--- config.mk ---
export PLATFORM = sky130hd
export DESIGN_NAME = sdp_rdma
export DESIGN_NICKNAME = d
export VERILOG_FILES = /design/src/rtl/sdp_rdma_pkg.sv /design/src/rtl/sdp_rdma_cfg_if.sv /design/src/rtl/sdp_rdma.sv /design/src/rtl/sdp_rdma_done_ctrl.sv /design/src/rtl/sdp_rdma_engine.sv /design/src/rtl/sdp_rdma_regfile.sv
export VERILOG_INCLUDE_DIRS = /design/src /design/src/rtl
export SDC_FILE = /design/constraint.sdc
export NUM_CORES = 1
export LEC_CHECK = 0
export BUFFER_PORTS_ARGS = -buffer_cell sky130_fd_sc_hd__buf_2
export CORE_MARGIN = 8
export CORE_UTILIZATION = 40
export CTS_BUF_LIST = sky130_fd_sc_hd__clkbuf_8
export DETAILED_ROUTE_END_ITERATION = 8
export HOLD_SLACK_MARGIN = 0.15
export PLACE_DENSITY = 0.72
export SYNTH_ARGS = -nofsm -noshare
export SYNTH_HDL_FRONTEND = slang
export SYNTH_SLANG_ARGS = --single-unit
--- constraint.sdc ---
create_clock -name nvdla_core_clk -period 4.69 [get_ports nvdla_core_clk]
set_input_delay 0.2345 -clock nvdla_core_clk [delete_from_list [all_inputs] [get_ports nvdla_core_clk]]
set_output_delay 0.2345 -clock nvdla_core_clk [all_outputs]
set_load 0.03 [all_outputs]
--- src/rtl/sdp_rdma_defs.svh ---
/*
 * sdp read-DMA shared constants
 * widths, CSB register offsets and engine count
 */
`ifndef SDP_RDMA_DEFS_SVH
`define SDP_RDMA_DEFS_SVH

`define SDP_RDMA_ADDR_W         32     // memory byte address
`define SDP_RDMA_DATA_W         64     // response / datapath beat
`define SDP_RDMA_CNT_W          13     // line count, as for height
`define SDP_RDMA_CSB_ADDR_W     8      // register offset
`define SDP_RDMA_REG_W          32     // register data
`define SDP_RDMA_ENG_NUM        2      // main + bias

`define SDP_RDMA_REG_OP_EN      8'h00
`define SDP_RDMA_REG_STATUS     8'h04
`define SDP_RDMA_REG_DISABLE    8'h08  // bit0 main, bit1 bias
`define SDP_RDMA_REG_SRC_BASE   8'h0C
`define SDP_RDMA_REG_SRC_STRIDE 8'h10
`define SDP_RDMA_REG_BS_BASE    8'h14
`define SDP_RDMA_REG_BS_STRIDE  8'h18
`define SDP_RDMA_REG_HEIGHT     8'h1C

`endif
--- src/rtl/sdp_rdma_pkg.sv ---
/*
 * sdp read-DMA types
 * vector typedefs and the engine state encoding
 */
`default_nettype none

`include "sdp_rdma_defs.svh"

package sdp_rdma_pkg;

  typedef logic [`SDP_RDMA_ADDR_W-1:0]     addr_t;      // byte address
  typedef logic [`SDP_RDMA_DATA_W-1:0]     data_t;      // one beat
  typedef logic [`SDP_RDMA_CNT_W-1:0]      cnt_t;       // line count / index
  typedef logic [`SDP_RDMA_CSB_ADDR_W-1:0] csb_addr_t;  // register offset
  typedef logic [`SDP_RDMA_REG_W-1:0]      reg_t;       // register value

  // read engine FSM
  typedef enum logic {
    ENG_IDLE = 1'b0,
    ENG_RUN  = 1'b1
  } engine_state_t;

endpackage

`default_nettype wire

--- src/rtl/sdp_rdma_cfg_if.sv ---
/*
 * per-engine config bundle
 * surface settings from the register file, enable and done handshake
 */
`timescale 1ns/1ps
`default_nettype none

interface sdp_rdma_cfg_if;

  sdp_rdma_pkg::addr_t base_addr;    // first line address
  sdp_rdma_pkg::addr_t line_stride;  // bytes between lines
  sdp_rdma_pkg::cnt_t  height;       // lines to fetch
  logic                op_en;        // gated enable
  logic                done;         // one-cycle completion pulse

  modport regs (
    output base_addr, line_stride, height
  );

  modport ctrl (
    output op_en,
    input  done
  );

  modport engine (
    input  base_addr, line_stride, height, op_en,
    output done
  );

endinterface

`default_nettype wire

--- src/rtl/sdp_rdma.sv ---
/*
 * sdp read-DMA front end
 * register file, main and bias read engines, completion control
 */
`timescale 1ns/1ps
`default_nettype none

`include "sdp_rdma_defs.svh"

module sdp_rdma (
  input  wire logic                                        nvdla_core_clk,
  input  wire logic                                        nvdla_core_rstn,
  input  wire logic                                        csb2sdp_rdma_req_pvld,
  output logic                                             csb2sdp_rdma_req_prdy,
  input  wire logic [`SDP_RDMA_REG_W+`SDP_RDMA_CSB_ADDR_W:0] csb2sdp_rdma_req_pd,
  output logic                                             sdp_rdma2csb_resp_valid,
  output logic [`SDP_RDMA_REG_W:0]                         sdp_rdma2csb_resp_pd,
  output logic                                             sdp2mcif_rd_req_valid,
  input  wire logic                                        sdp2mcif_rd_req_ready,
  output sdp_rdma_pkg::addr_t                              sdp2mcif_rd_req_pd,
  input  wire logic                                        mcif2sdp_rd_rsp_valid,
  output logic                                             mcif2sdp_rd_rsp_ready,
  input  wire sdp_rdma_pkg::data_t                         mcif2sdp_rd_rsp_pd,
  output logic                                             sdp_mrdma2cmux_valid,
  input  wire logic                                        sdp_mrdma2cmux_ready,
  output sdp_rdma_pkg::data_t                              sdp_mrdma2cmux_pd,
  output logic                                             sdp_b2mcif_rd_req_valid,
  input  wire logic                                        sdp_b2mcif_rd_req_ready,
  output sdp_rdma_pkg::addr_t                              sdp_b2mcif_rd_req_pd,
  input  wire logic                                        mcif2sdp_b_rd_rsp_valid,
  output logic                                             mcif2sdp_b_rd_rsp_ready,
  input  wire sdp_rdma_pkg::data_t                         mcif2sdp_b_rd_rsp_pd,
  output logic                                             sdp_brdma2dp_valid,
  input  wire logic                                        sdp_brdma2dp_ready,
  output sdp_rdma_pkg::data_t                              sdp_brdma2dp_pd,
  output logic                                             sdp_rdma_done
);

  logic reg_op_en;
  logic op_done;
  logic mrdma_disable;
  logic brdma_disable;

  sdp_rdma_cfg_if src_cfg ();  // main surface
  sdp_rdma_cfg_if bs_cfg ();   // bias surface

  // ==================================================
  // config and completion
  // ==================================================
  sdp_rdma_regfile u_reg (
    .nvdla_core_clk          (nvdla_core_clk),
    .nvdla_core_rstn         (nvdla_core_rstn),
    .csb2sdp_rdma_req_pvld   (csb2sdp_rdma_req_pvld),
    .csb2sdp_rdma_req_prdy   (csb2sdp_rdma_req_prdy),
    .csb2sdp_rdma_req_pd     (csb2sdp_rdma_req_pd),
    .sdp_rdma2csb_resp_valid (sdp_rdma2csb_resp_valid),
    .sdp_rdma2csb_resp_pd    (sdp_rdma2csb_resp_pd),
    .op_done                 (op_done),
    .op_en                   (reg_op_en),
    .mrdma_disable           (mrdma_disable),
    .brdma_disable           (brdma_disable),
    .src_cfg                 (src_cfg),
    .bs_cfg                  (bs_cfg)
  );

  sdp_rdma_done_ctrl u_done (
    .nvdla_core_clk  (nvdla_core_clk),
    .nvdla_core_rstn (nvdla_core_rstn),
    .reg_op_en       (reg_op_en),
    .mrdma_disable   (mrdma_disable),
    .brdma_disable   (brdma_disable),
    .src_cfg         (src_cfg),
    .bs_cfg          (bs_cfg),
    .op_done         (op_done)
  );

  assign sdp_rdma_done = op_done;

  // ==================================================
  // read engines
  // ==================================================
  sdp_rdma_engine u_mrdma (
    .nvdla_core_clk  (nvdla_core_clk),
    .nvdla_core_rstn (nvdla_core_rstn),
    .cfg             (src_cfg),
    .rd_req_valid    (sdp2mcif_rd_req_valid),
    .rd_req_ready    (sdp2mcif_rd_req_ready),
    .rd_req_pd       (sdp2mcif_rd_req_pd),
    .rd_rsp_valid    (mcif2sdp_rd_rsp_valid),
    .rd_rsp_ready    (mcif2sdp_rd_rsp_ready),
    .rd_rsp_pd       (mcif2sdp_rd_rsp_pd),
    .dp_valid        (sdp_mrdma2cmux_valid),
    .dp_ready        (sdp_mrdma2cmux_ready),
    .dp_pd           (sdp_mrdma2cmux_pd)
  );

  sdp_rdma_engine u_brdma (
    .nvdla_core_clk  (nvdla_core_clk),
    .nvdla_core_rstn (nvdla_core_rstn),
    .cfg             (bs_cfg),
    .rd_req_valid    (sdp_b2mcif_rd_req_valid),
    .rd_req_ready    (sdp_b2mcif_rd_req_ready),
    .rd_req_pd       (sdp_b2mcif_rd_req_pd),
    .rd_rsp_valid    (mcif2sdp_b_rd_rsp_valid),
    .rd_rsp_ready    (mcif2sdp_b_rd_rsp_ready),
    .rd_rsp_pd       (mcif2sdp_b_rd_rsp_pd),
    .dp_valid        (sdp_brdma2dp_valid),
    .dp_ready        (sdp_brdma2dp_ready),
    .dp_pd           (sdp_brdma2dp_pd)
  );

endmodule

`default_nettype wire

--- src/rtl/sdp_rdma_done_ctrl.sv ---
/*
 * completion controller
 * done-pending flags, per-engine enable gating, operation done
 */
`timescale 1ns/1ps
`default_nettype none

`include "sdp_rdma_defs.svh"

module sdp_rdma_done_ctrl (
  input  wire logic     nvdla_core_clk,
  input  wire logic     nvdla_core_rstn,
  input  wire logic     reg_op_en,
  input  wire logic     mrdma_disable,
  input  wire logic     brdma_disable,
  sdp_rdma_cfg_if.ctrl  src_cfg,
  sdp_rdma_cfg_if.ctrl  bs_cfg,
  output logic          op_done
);

  logic [`SDP_RDMA_ENG_NUM-1:0] pending;
  logic [`SDP_RDMA_ENG_NUM-1:0] eng_done;
  logic [`SDP_RDMA_ENG_NUM-1:0] eng_dis;

  assign eng_done = {bs_cfg.done, src_cfg.done};  // bit0 main, bit1 bias
  assign eng_dis  = {brdma_disable, mrdma_disable};

  // disabled engine counts as finished
  assign op_done = reg_op_en & (&(pending | eng_done | eng_dis));

  always_ff @(posedge nvdla_core_clk or negedge nvdla_core_rstn) begin
    if (!nvdla_core_rstn) begin
      pending <= '0;
    end else if (op_done) begin
      pending <= '0;
    end else begin
      pending <= pending | eng_done;
    end
  end

  assign src_cfg.op_en = reg_op_en & ~pending[0] & ~mrdma_disable;
  assign bs_cfg.op_en  = reg_op_en & ~pending[1] & ~brdma_disable;

  done_not_pending: assert property (@(posedge nvdla_core_clk) disable iff (!nvdla_core_rstn)
    (eng_done & pending) == '0);

endmodule

`default_nettype wire

--- src/rtl/sdp_rdma_engine.sv ---
/*
 * line read engine
 * issues one request per line, forwards in-order responses, flags completion
 */
`timescale 1ns/1ps
`default_nettype none

module sdp_rdma_engine (
  input  wire logic                 nvdla_core_clk,
  input  wire logic                 nvdla_core_rstn,
  sdp_rdma_cfg_if.engine            cfg,
  output logic                      rd_req_valid,
  input  wire logic                 rd_req_ready,
  output sdp_rdma_pkg::addr_t       rd_req_pd,
  input  wire logic                 rd_rsp_valid,
  output logic                      rd_rsp_ready,
  input  wire sdp_rdma_pkg::data_t  rd_rsp_pd,
  output logic                      dp_valid,
  input  wire logic                 dp_ready,
  output sdp_rdma_pkg::data_t       dp_pd
);

  sdp_rdma_pkg::engine_state_t state;
  sdp_rdma_pkg::addr_t         req_addr;
  sdp_rdma_pkg::cnt_t          req_cnt;   // requests issued
  sdp_rdma_pkg::cnt_t          rsp_cnt;   // beats forwarded
  sdp_rdma_pkg::cnt_t          last_idx;
  logic                        start;
  logic                        req_acc;
  logic                        dp_acc;
  logic                        last_req;
  logic                        last_beat;

  assign start     = (state == sdp_rdma_pkg::ENG_IDLE) & cfg.op_en;
  assign last_idx  = cfg.height - 1'b1;
  assign req_acc   = rd_req_valid & rd_req_ready;
  assign dp_acc    = (state == sdp_rdma_pkg::ENG_RUN) & rd_rsp_valid & dp_ready;
  assign last_req  = req_cnt == last_idx;
  assign last_beat = dp_acc & (rsp_cnt == last_idx);

  // ==================================================
  // state and counters
  // ==================================================
  always_ff @(posedge nvdla_core_clk or negedge nvdla_core_rstn) begin
    if (!nvdla_core_rstn) begin
      state        <= sdp_rdma_pkg::ENG_IDLE;
      rd_req_valid <= 1'b0;
      req_cnt      <= '0;
      rsp_cnt      <= '0;
    end else begin
      case (state)
        sdp_rdma_pkg::ENG_IDLE: begin
          if (cfg.op_en) begin
            state        <= sdp_rdma_pkg::ENG_RUN;
            rd_req_valid <= 1'b1;
            req_cnt      <= '0;
            rsp_cnt      <= '0;
          end
        end
        sdp_rdma_pkg::ENG_RUN: begin
          if (req_acc) begin
            req_cnt <= req_cnt + 1'b1;
            if (last_req) rd_req_valid <= 1'b0;  // all lines issued
          end
          if (dp_acc) rsp_cnt <= rsp_cnt + 1'b1;
          if (last_beat) state <= sdp_rdma_pkg::ENG_IDLE;
        end
        default: state <= sdp_rdma_pkg::ENG_IDLE;
      endcase
    end
  end

  // running line address
  always_ff @(posedge nvdla_core_clk) begin
    if (start) begin
      req_addr <= cfg.base_addr;
    end else if (req_acc) begin
      req_addr <= req_addr + cfg.line_stride;
    end
  end

  assign rd_req_pd    = req_addr;
  assign rd_rsp_ready = dp_ready;     // datapath stall holds memory
  assign dp_valid     = rd_rsp_valid;
  assign dp_pd        = rd_rsp_pd;
  assign cfg.done     = last_beat;

  start_height_nz: assert property (@(posedge nvdla_core_clk) disable iff (!nvdla_core_rstn)
    start |-> cfg.height != '0);

  req_pd_stable: assert property (@(posedge nvdla_core_clk) disable iff (!nvdla_core_rstn)
    (rd_req_valid && !rd_req_ready) |=> (rd_req_valid && $stable(rd_req_pd)));

endmodule

`default_nettype wire

--- src/rtl/sdp_rdma_regfile.sv ---
/*
 * sdp read-DMA register file
 * CSB decode, one registered response per request, op_en and status
 */
`timescale 1ns/1ps
`default_nettype none

`include "sdp_rdma_defs.svh"

module sdp_rdma_regfile (
  input  wire logic                                        nvdla_core_clk,
  input  wire logic                                        nvdla_core_rstn,
  input  wire logic                                        csb2sdp_rdma_req_pvld,
  output logic                                             csb2sdp_rdma_req_prdy,
  input  wire logic [`SDP_RDMA_REG_W+`SDP_RDMA_CSB_ADDR_W:0] csb2sdp_rdma_req_pd,
  output logic                                             sdp_rdma2csb_resp_valid,
  output logic [`SDP_RDMA_REG_W:0]                         sdp_rdma2csb_resp_pd,
  input  wire logic                                        op_done,
  output logic                                             op_en,
  output logic                                             mrdma_disable,
  output logic                                             brdma_disable,
  sdp_rdma_cfg_if.regs                                     src_cfg,
  sdp_rdma_cfg_if.regs                                     bs_cfg
);

  logic                    req_acc;
  logic                    req_wr;
  sdp_rdma_pkg::csb_addr_t req_addr;
  sdp_rdma_pkg::reg_t      req_wdat;
  sdp_rdma_pkg::reg_t      rd_data;
  logic                    status_done;
  sdp_rdma_pkg::addr_t     src_base;
  sdp_rdma_pkg::addr_t     src_stride;
  sdp_rdma_pkg::addr_t     bs_base;
  sdp_rdma_pkg::addr_t     bs_stride;
  sdp_rdma_pkg::cnt_t      height;

  // {wr, offset, wdata}
  assign req_wr   = csb2sdp_rdma_req_pd[`SDP_RDMA_REG_W+`SDP_RDMA_CSB_ADDR_W];
  assign req_addr = csb2sdp_rdma_req_pd[`SDP_RDMA_REG_W +: `SDP_RDMA_CSB_ADDR_W];
  assign req_wdat = csb2sdp_rdma_req_pd[`SDP_RDMA_REG_W-1:0];
  assign req_acc  = csb2sdp_rdma_req_pvld & csb2sdp_rdma_req_prdy;

  // ==================================================
  // register writes
  // ==================================================
  always_ff @(posedge nvdla_core_clk or negedge nvdla_core_rstn) begin
    if (!nvdla_core_rstn) begin
      csb2sdp_rdma_req_prdy <= 1'b0;
      op_en                 <= 1'b0;
      status_done           <= 1'b0;
      mrdma_disable         <= 1'b0;
      brdma_disable         <= 1'b0;
      src_base              <= '0;
      src_stride            <= '0;
      bs_base               <= '0;
      bs_stride             <= '0;
      height                <= '0;
    end else begin
      csb2sdp_rdma_req_prdy <= !req_acc;  // one request per two cycles
      if (op_done) begin
        op_en       <= 1'b0;
        status_done <= 1'b1;
      end
      if (req_acc && req_wr) begin
        case (req_addr)
          `SDP_RDMA_REG_OP_EN:      if (req_wdat[0]) op_en <= 1'b1;
          `SDP_RDMA_REG_STATUS:     if (req_wdat[0] && !op_done) status_done <= 1'b0;  // w1c
          `SDP_RDMA_REG_DISABLE: begin
            mrdma_disable <= req_wdat[0];
            brdma_disable <= req_wdat[1];
          end
          `SDP_RDMA_REG_SRC_BASE:   src_base   <= req_wdat;
          `SDP_RDMA_REG_SRC_STRIDE: src_stride <= req_wdat;
          `SDP_RDMA_REG_BS_BASE:    bs_base    <= req_wdat;
          `SDP_RDMA_REG_BS_STRIDE:  bs_stride  <= req_wdat;
          `SDP_RDMA_REG_HEIGHT:     height     <= req_wdat[`SDP_RDMA_CNT_W-1:0];
          default: ;
        endcase
      end
    end
  end

  // read mux, unknown offsets read as zero
  always_comb begin
    case (req_addr)
      `SDP_RDMA_REG_OP_EN:      rd_data = sdp_rdma_pkg::reg_t'(op_en);
      `SDP_RDMA_REG_STATUS:     rd_data = sdp_rdma_pkg::reg_t'(status_done);
      `SDP_RDMA_REG_DISABLE:    rd_data = sdp_rdma_pkg::reg_t'({brdma_disable, mrdma_disable});
      `SDP_RDMA_REG_SRC_BASE:   rd_data = src_base;
      `SDP_RDMA_REG_SRC_STRIDE: rd_data = src_stride;
      `SDP_RDMA_REG_BS_BASE:    rd_data = bs_base;
      `SDP_RDMA_REG_BS_STRIDE:  rd_data = bs_stride;
      `SDP_RDMA_REG_HEIGHT:     rd_data = sdp_rdma_pkg::reg_t'(height);
      default:                  rd_data = '0;
    endcase
  end

  // ==================================================
  // response
  // ==================================================
  always_ff @(posedge nvdla_core_clk or negedge nvdla_core_rstn) begin
    if (!nvdla_core_rstn) begin
      sdp_rdma2csb_resp_valid <= 1'b0;
    end else begin
      sdp_rdma2csb_resp_valid <= req_acc;
    end
  end

  always_ff @(posedge nvdla_core_clk) begin
    if (req_acc) begin
      sdp_rdma2csb_resp_pd <= req_wr ? {1'b1, sdp_rdma_pkg::reg_t'(0)} : {1'b0, rd_data};
    end
  end

  assign src_cfg.base_addr   = src_base;
  assign src_cfg.line_stride = src_stride;
  assign src_cfg.height      = height;    // height shared by both surfaces
  assign bs_cfg.base_addr    = bs_base;
  assign bs_cfg.line_stride  = bs_stride;
  assign bs_cfg.height       = height;

  resp_single_cycle: assert property (@(posedge nvdla_core_clk) disable iff (!nvdla_core_rstn)
    sdp_rdma2csb_resp_valid |=> !sdp_rdma2csb_resp_valid);

endmodule

`default_nettype wire

==> results of run 1 <==
## flip-flops by register name (all words and copies together), names as in the netlist, 2 cells and up
signal                      count
u_brdma.rd_req_pd              32
u_brdma.req_cnt                13
u_brdma.rsp_cnt                13
u_done.pending                  2
u_mrdma.rd_req_pd              32
u_mrdma.req_cnt                13
u_mrdma.rsp_cnt                13
u_reg.bs_cfg.base_addr         32
u_reg.bs_cfg.height            13
u_reg.bs_cfg.line_stride       32
u_reg.sdp_rdma2csb_resp_pd     33
u_reg.src_cfg.base_addr        32
u_reg.src_cfg.line_stride      32
## metrics by stage
step                      worst slack (ns)  cell area (µm²)  std cells  power [W]  hold slack [ns]
after floorplan                      1.700            17770       1686   0.004040         -0.06109
after global placement               1.218            18150       2243   0.004156           0.3870
after detailed placement             1.166            18150       2243   0.004185           0.3966
after CTS                           0.5180            19680       2385   0.006702           0.2160
after global routing                0.2729            19680       2386   0.006921           0.3090
final                               0.5699            19680       2386   0.006642           0.2602
## timing repair
action | CTS | global route
hold endpoints to repair | 253 | 0
hold buffers | 46 | 0
endpoints found under the setup margin | 0 | 0
## metal layers
layer	vias to the layer above	GRT usage [%]
li1	6148	-
met4	4	6.311
met3	113	5.057
met1	6614	25.37
met2	542	31.09
met5	-	0.4883
## cells in the final DEF (no fill, tap or decap), types with 14 or more instances in the layout
master / count
o21ai_0: 77
ha_1: 67
xor2_1: 87
nor3_1: 15
nand3_1: 28
clkbuf_8: 61
a222oi_1: 18
inv_1: 36
buf_4: 17
dfrtp_1: 205
and3_1: 21
o21a_1: 14
buf_2: 154
or3_1: 18
nand4_1: 28
a21oi_1: 104
dlygate4sd3_1: 46
edfxtp_1: 97
nand2_1: 137
a22oi_1: 26
nor2_1: 111
a21o_1: 24
nand2b_1: 15
xnor2_1: 53
a31oi_1: 17
mux2_2: 145
a22o_1: 20
## path summary, 6_finish.rpt
| check | to | slack [ns] | depth (start not counted) |
|---|---|---|---|
| setup / recovery | sdp_rdma_done | 0.57 | 11 |
| hold / removal | u_brdma.rsp_cnt[6] | 0.26 | 2 |
| setup reg to reg | u_mrdma.rd_req_pd[30] | 1.26 | 12 |
| hold reg to reg | u_reg.bs_cfg.base_addr[10] | 0.54 | 1 |
| max in group asynchronous | u_reg.src_cfg.base_addr[24] | 3.34 | 3 |
| min in group nvdla_core_clk | u_reg.status_done | 0.30 | 4 |
## synthesized netlist by cell type (all sizes together) (9+ instances only)
master	count	area share, %
and3	23	0.84
nor3	17	0.54
xnor2	53	2.6
or3	18	0.63
a31oi	17	0.60
buf	162	6.4
o21ai	78	2.2
inv	18	0.38
a222oi	18	1.0
nand2b	16	0.61
clkbuf	46	0.98
ha	67	4.7
nor2	111	2.3
nor4	9	0.56
o31ai	9	0.38
xor2	87	4.3
a21o	24	1.0
nand4	29	1.1
a21oi	104	2.9
o21a	14	0.59
nand2	138	2.9
a22o	20	0.99
dfrtp	205	29
edfxtp	97	16
nor2b	9	0.32
a22oi	26	1.1
mux2	145	9.2
nand3	29	0.89
## cells by family after synthesis
logic type / synth area share (%)
buffers and inverters: 7.718
XOR/XNOR: 7.028
AO/OA/AOI/OAI: 13.44
multiplexers: 9.246
flip-flops: 45.26
AND/OR/NAND/NOR: 12.37
adder cells (fa/ha/maj): 4.943
## power breakdown
group	internal [W]	leakage (nW)	total [W]	switching, W
clock network	0.00134	0.616	0.00247	0.00113
logic	0.000416	4.66	0.00106	0.000640
registers	0.00292	3.73	0.00312	0.000199
total	0.00467	9.00	0.00664	0.00197
## area by class of cell
| type | instances | area (µm²) |
|---|---|---|
| clock inverter | 36 | 242.7 |
| inverter | 18 | 67.56 |
| tap | 592 | 740.7 |
| multi-input combinational | 1158 | 8369 |
| sequential | 302 | 8043 |
| antenna | 1 | 2.502 |
| fill | 4109 | 24340 |
| timing repair buffer | 219 | 1393 |
| clock buffer | 60 | 825.8 |
==> flow_metrics.tcl, run 1 <==
set metrics [dict create \
    syn_area_um2 17770 \
    antenna_found_initial 2 \
    cp_common_cell "xnor2_1" \
    drive_gt1_share_pct 23.20 \
    critPathMaxFanout 9 \
    io_buffers 155 \
    grt_first_pass_wirelength_um 78570 \
    period_share_pct 87.85 \
    yosysSeqAreaShare_pct 45.26 \
    die_h_um 226.8 \
    critPathRequiredTime_ns 4.46 \
    antenna_left 0 \
    p_per_area_nw_per_um2 337.4 \
    status "finished clean" \
    fmax_ghz 0.2427 \
    start_util_pct 40.36 \
    yosys_register_bits 302 \
    met3_length_um 4093 \
    tns_ns 0 \
    drt-total-wl_um 51230 \
    htreeDepth 2 \
    synthCells 1686 \
    cp-startpoint "u_reg.bs_cfg.height[0]" \
    die_w_um 226.8 \
    post_drt_wl_per_cell_um 21.47 \
    grt_overflow 0 \
    setup_viol 0 \
    cts_buffer_depth 3 \
    synth-edff-count 97 \
    clkLatencyLatePin_ns 0.64 \
    tightest_slew_ns 0.8470 \
    cts_root_buffer "clkbuf_8" \
    drc 0 \
    met1_length_um 21930 \
    synthToLayoutAreaGrowth_pct 10.78 \
    drt_pass1_iterations 7 \
    cts_buffers 51 \
    rows 77 \
    grt_pass1_vias 13420 \
    drt_iter0_drc 1396 \
    path_clk_slew_ns 0.06 \
    cp_num_buf_inv 2 \
    avgViaCountPerCell 5.625 \
    worst_path_largest_cell_delay_ns 0.64 \
    routabilityCongestion 0.9094 \
    crit_type "reg -> out" \
    ir_drop_v 0.0001708 \
    synth_flop_cell "dfrtp_1" \
    min_path_type "in -> async" \
    hold_viol 0 \
    synth.distinct_cells 78 \
    die-area_um2 51420 \
    slowest_stage "dfrtp_1" \
    synthArstFlopShare_pct 67.88 \
    min_period_ns 4.120 \
    cap_violations 0 \
    cts.sinks 302 \
    ys_warn_count 0 \
    startpoint_type "flop" \
    vias 13420 \
    routed.top_layer "met5" \
    final_nets 1997 \
    worstPathArrival_ns 3.89 \
    core_area_um2 44030 \
    dp.final_hpwl_um 38010 \
    ios 412 \
    post-cts-setup-buffers 0 \
    slew_headroom_pct 43.54 \
    ctsResizeCount 0 \
    utilization_pct 44.71 \
    grt_max_degree 109 \
    slew_violations 0 \
    cpLargestDelayFamily "simple AND/OR/NAND/NOR gates" \
    final.setup_skew_ns 0.02078 \
    cp-end-kind "output port" \
    synth_fp_nets 1933 \
    rsz0062_at_grt "no" \
    crit_chain "inv_1, ha_1, nor3b_1, xnor2_1, xnor2_1, nor3_1, nand4_1, nor4_2, nand2b_4, and3_4, buf_2" \
    leakagePower_nw 8.999 \
    tritoncts "built" \
    wl_met2_um 23830 \
    r2r-start "u_reg.src_cfg.line_stride[0]" \
    grt_use_total_pct 19.43 \
    avgSynthCellArea_um2 10.54 \
]
(Power assumes the default switching activity.)
==> run 2, diff against run 1 <==
--- a/config.mk
+++ b/config.mk
@@ -13,6 +13,8 @@
 export DETAILED_ROUTE_END_ITERATION = 8
 export HOLD_SLACK_MARGIN = 0.15
 export PLACE_DENSITY = 0.72
+export RECOVER_POWER = 25
+export SKIP_LAST_GASP = 1
 export SYNTH_ARGS = -nofsm -noshare
 export SYNTH_HDL_FRONTEND = slang
 export SYNTH_SLANG_ARGS = --single-unit
==> run 2 against run 1 <==
Compared with the run above: non-clock buffer count is the same; clock power about the same; the run now ends with max-capacitance violations, max-slew violations left; sequential power barely moved; worst setup slack better by 0.0016 ns; die area did not move.
==> flow_metrics.tcl, run 2 (synthesis results as in run 1) <==
set metrics [dict create \
    status "complete, but fails checks" \
    violations "max-capacitance violations, max-slew violations" \
    setup_viol 0 \
    slowest_stage "dfrtp_1" \
    p_per_area_nw_per_um2 337.7 \
    dp.final_hpwl_um 38010 \
    cpLargestDelayFamily "simple AND/OR/NAND/NOR gates" \
    hold_viol 0 \
    grt_pass1_vias 13420 \
    slew_violations 98 \
    cts_buffer_depth 3 \
    final_cell_mix "dfrtp_1, buf_2, mux2_2, nand2_1, nor2_1" \
    whs_ns 0.2882 \
    critPathRequiredTime_ns 4.46 \
    worst_path_largest_cell_delay_ns 0.64 \
    core_area_um2 44030 \
    vias 13460 \
    cp_num_buf_inv 2 \
    cts_root_buffer "clkbuf_8" \
    largest_reg_flops 33 \
    clkLatencyLatePin_ns 0.65 \
    final_nets 1997 \
    slew_headroom_pct -71.44 \
    post_drt_wl_per_cell_um 21.41 \
    routabilityCongestion 0.9094 \
    start_util_pct 40.36 \
    path_clk_slew_ns 0.06 \
    final_cell_count_no_fill 2386 \
    die-area_um2 51420 \
    ios 412 \
    period_share_pct 87.81 \
    io_buffers 155 \
    cap_violations 1 \
    utilization_pct 44.68 \
    cp-end-kind "output port" \
    post-cts-setup-buffers 0 \
    worstPathArrival_ns 3.88 \
    drive_gt1_share_pct 23.15 \
    ir_drop_v 0.0001709 \
    crit_type "reg -> out" \
    cp_common_cell "xnor2_1" \
    min_path_type "in -> reg" \
    grt_max_degree 109 \
    cts.sinks 302 \
    die_w_um 226.8 \
    tns_ns 0 \
    drc 0 \
    grt_use_total_pct 19.43 \
    startpoint_type "flop" \
    dp_cells 2243 \
    layout_commonest_cell "dfrtp_1" \
    antenna_found_initial 2 \
    synthToLayoutAreaGrowth_pct 10.72 \
    tightest_slew_ns 2.572 \
    fmax_ghz 0.2428 \
    die_h_um 226.8 \
    avgViaCountPerCell 5.643 \
    htreeDepth 2 \
    critPathMaxFanout 9 \
    fin_ws_ns 0.5715 \
    min_period_ns 4.119 \
    drt_pass1_iterations 6 \
    cts_buffers 51 \
    tritoncts "built" \
    antenna_left 0 \
    rows 77 \
    drt-total-wl_um 51100 \
    crit_chain "inv_1, ha_1, nor3b_1, xnor2_1, xnor2_1, nor3_1, nand4_1, nor4_2, nand2b_4, and3_4, buf_2" \
    grt_first_pass_wirelength_um 78570 \
    regMostFlops "u_reg.sdp_rdma2csb_resp_pd" \
    rsz0062_at_grt "no" \
    grt_overflow 0 \
    leakagePower_nw 8.994 \
    final.setup_skew_ns 0.02641 \
    drt_iter0_drc 1361 \
    place_ws_ns 1.166 \
]
run 2: final timing paths:
| check | cells after the start | slack [ns] | end | startpoint |
|---|---|---|---|---|
| max | 11 | 0.57 | sdp_rdma_done | u_reg.bs_cfg.height[0] |
| min in group asynchronous | 2 | 0.94 | u_brdma.rsp_cnt[6] | nvdla_core_rstn |
| max reg2reg | 12 | 1.26 | u_mrdma.rd_req_pd[30] | u_reg.src_cfg.line_stride[0] |
| max in group asynchronous | 3 | 2.20 | u_reg.src_cfg.base_addr[24] | nvdla_core_rstn |
| min reg2reg | 1 | 0.54 | u_reg.bs_cfg.base_addr[10] | u_reg.bs_cfg.base_addr[10] |
| min | 4 | 0.29 | u_reg.status_done | csb2sdp_rdma_req_pd[34] |
run 2: tightest hold or removal path: cells and delay by family:
| family | cells | cell delay, ns |
|---|---|---|
| and+or+nand+nor | 2 | 0.21 |
| AOI/OAI and AO/OA | 1 | 0.10 |
| buffers and inverters | 1 | 0.32 |
run 2: layer usage:
layer | track usage (%) | routed length (µm)
met2 | 31.09 | 23750
met5 | 0.4883 | 41
met1 | 25.37 | 21700
met4 | 6.311 | 1416
met3 | 5.057 | 4192
run 2: timing repair:
action	CTS	global route
hold endpoints to repair	253	0
gates resized for setup	0	0
hold buffers	46	0
setup endpoints to repair	0	0
run 2: stage by stage:
stage	power (W)	area [µm²]
finish	0.006644	19670
CTS	0.006702	19680
detailed placement	0.004185	18150
global placement	0.004156	18150
global route	0.006920	19670
floorplan	0.004040	17770
run 2: report_power, final:
group / internal (W) / leakage [nW] / switching (W) / total [W]
registers: 0.00292 / 3.73 / 0.000199 / 0.00312
logic: 0.000416 / 4.65 / 0.000641 / 0.00106
clock network: 0.00134 / 0.616 / 0.00113 / 0.00247
run 2: layout make-up:
type	instances	area, µm²
clock buffer	60	825.8
tap	592	740.7
timing repair buffer	219	1383
fill	4110	24350
multi-input combinational	1158	8369
clock inverter	36	242.7
antenna	1	2.502
sequential	302	8043
inverter	18	67.56
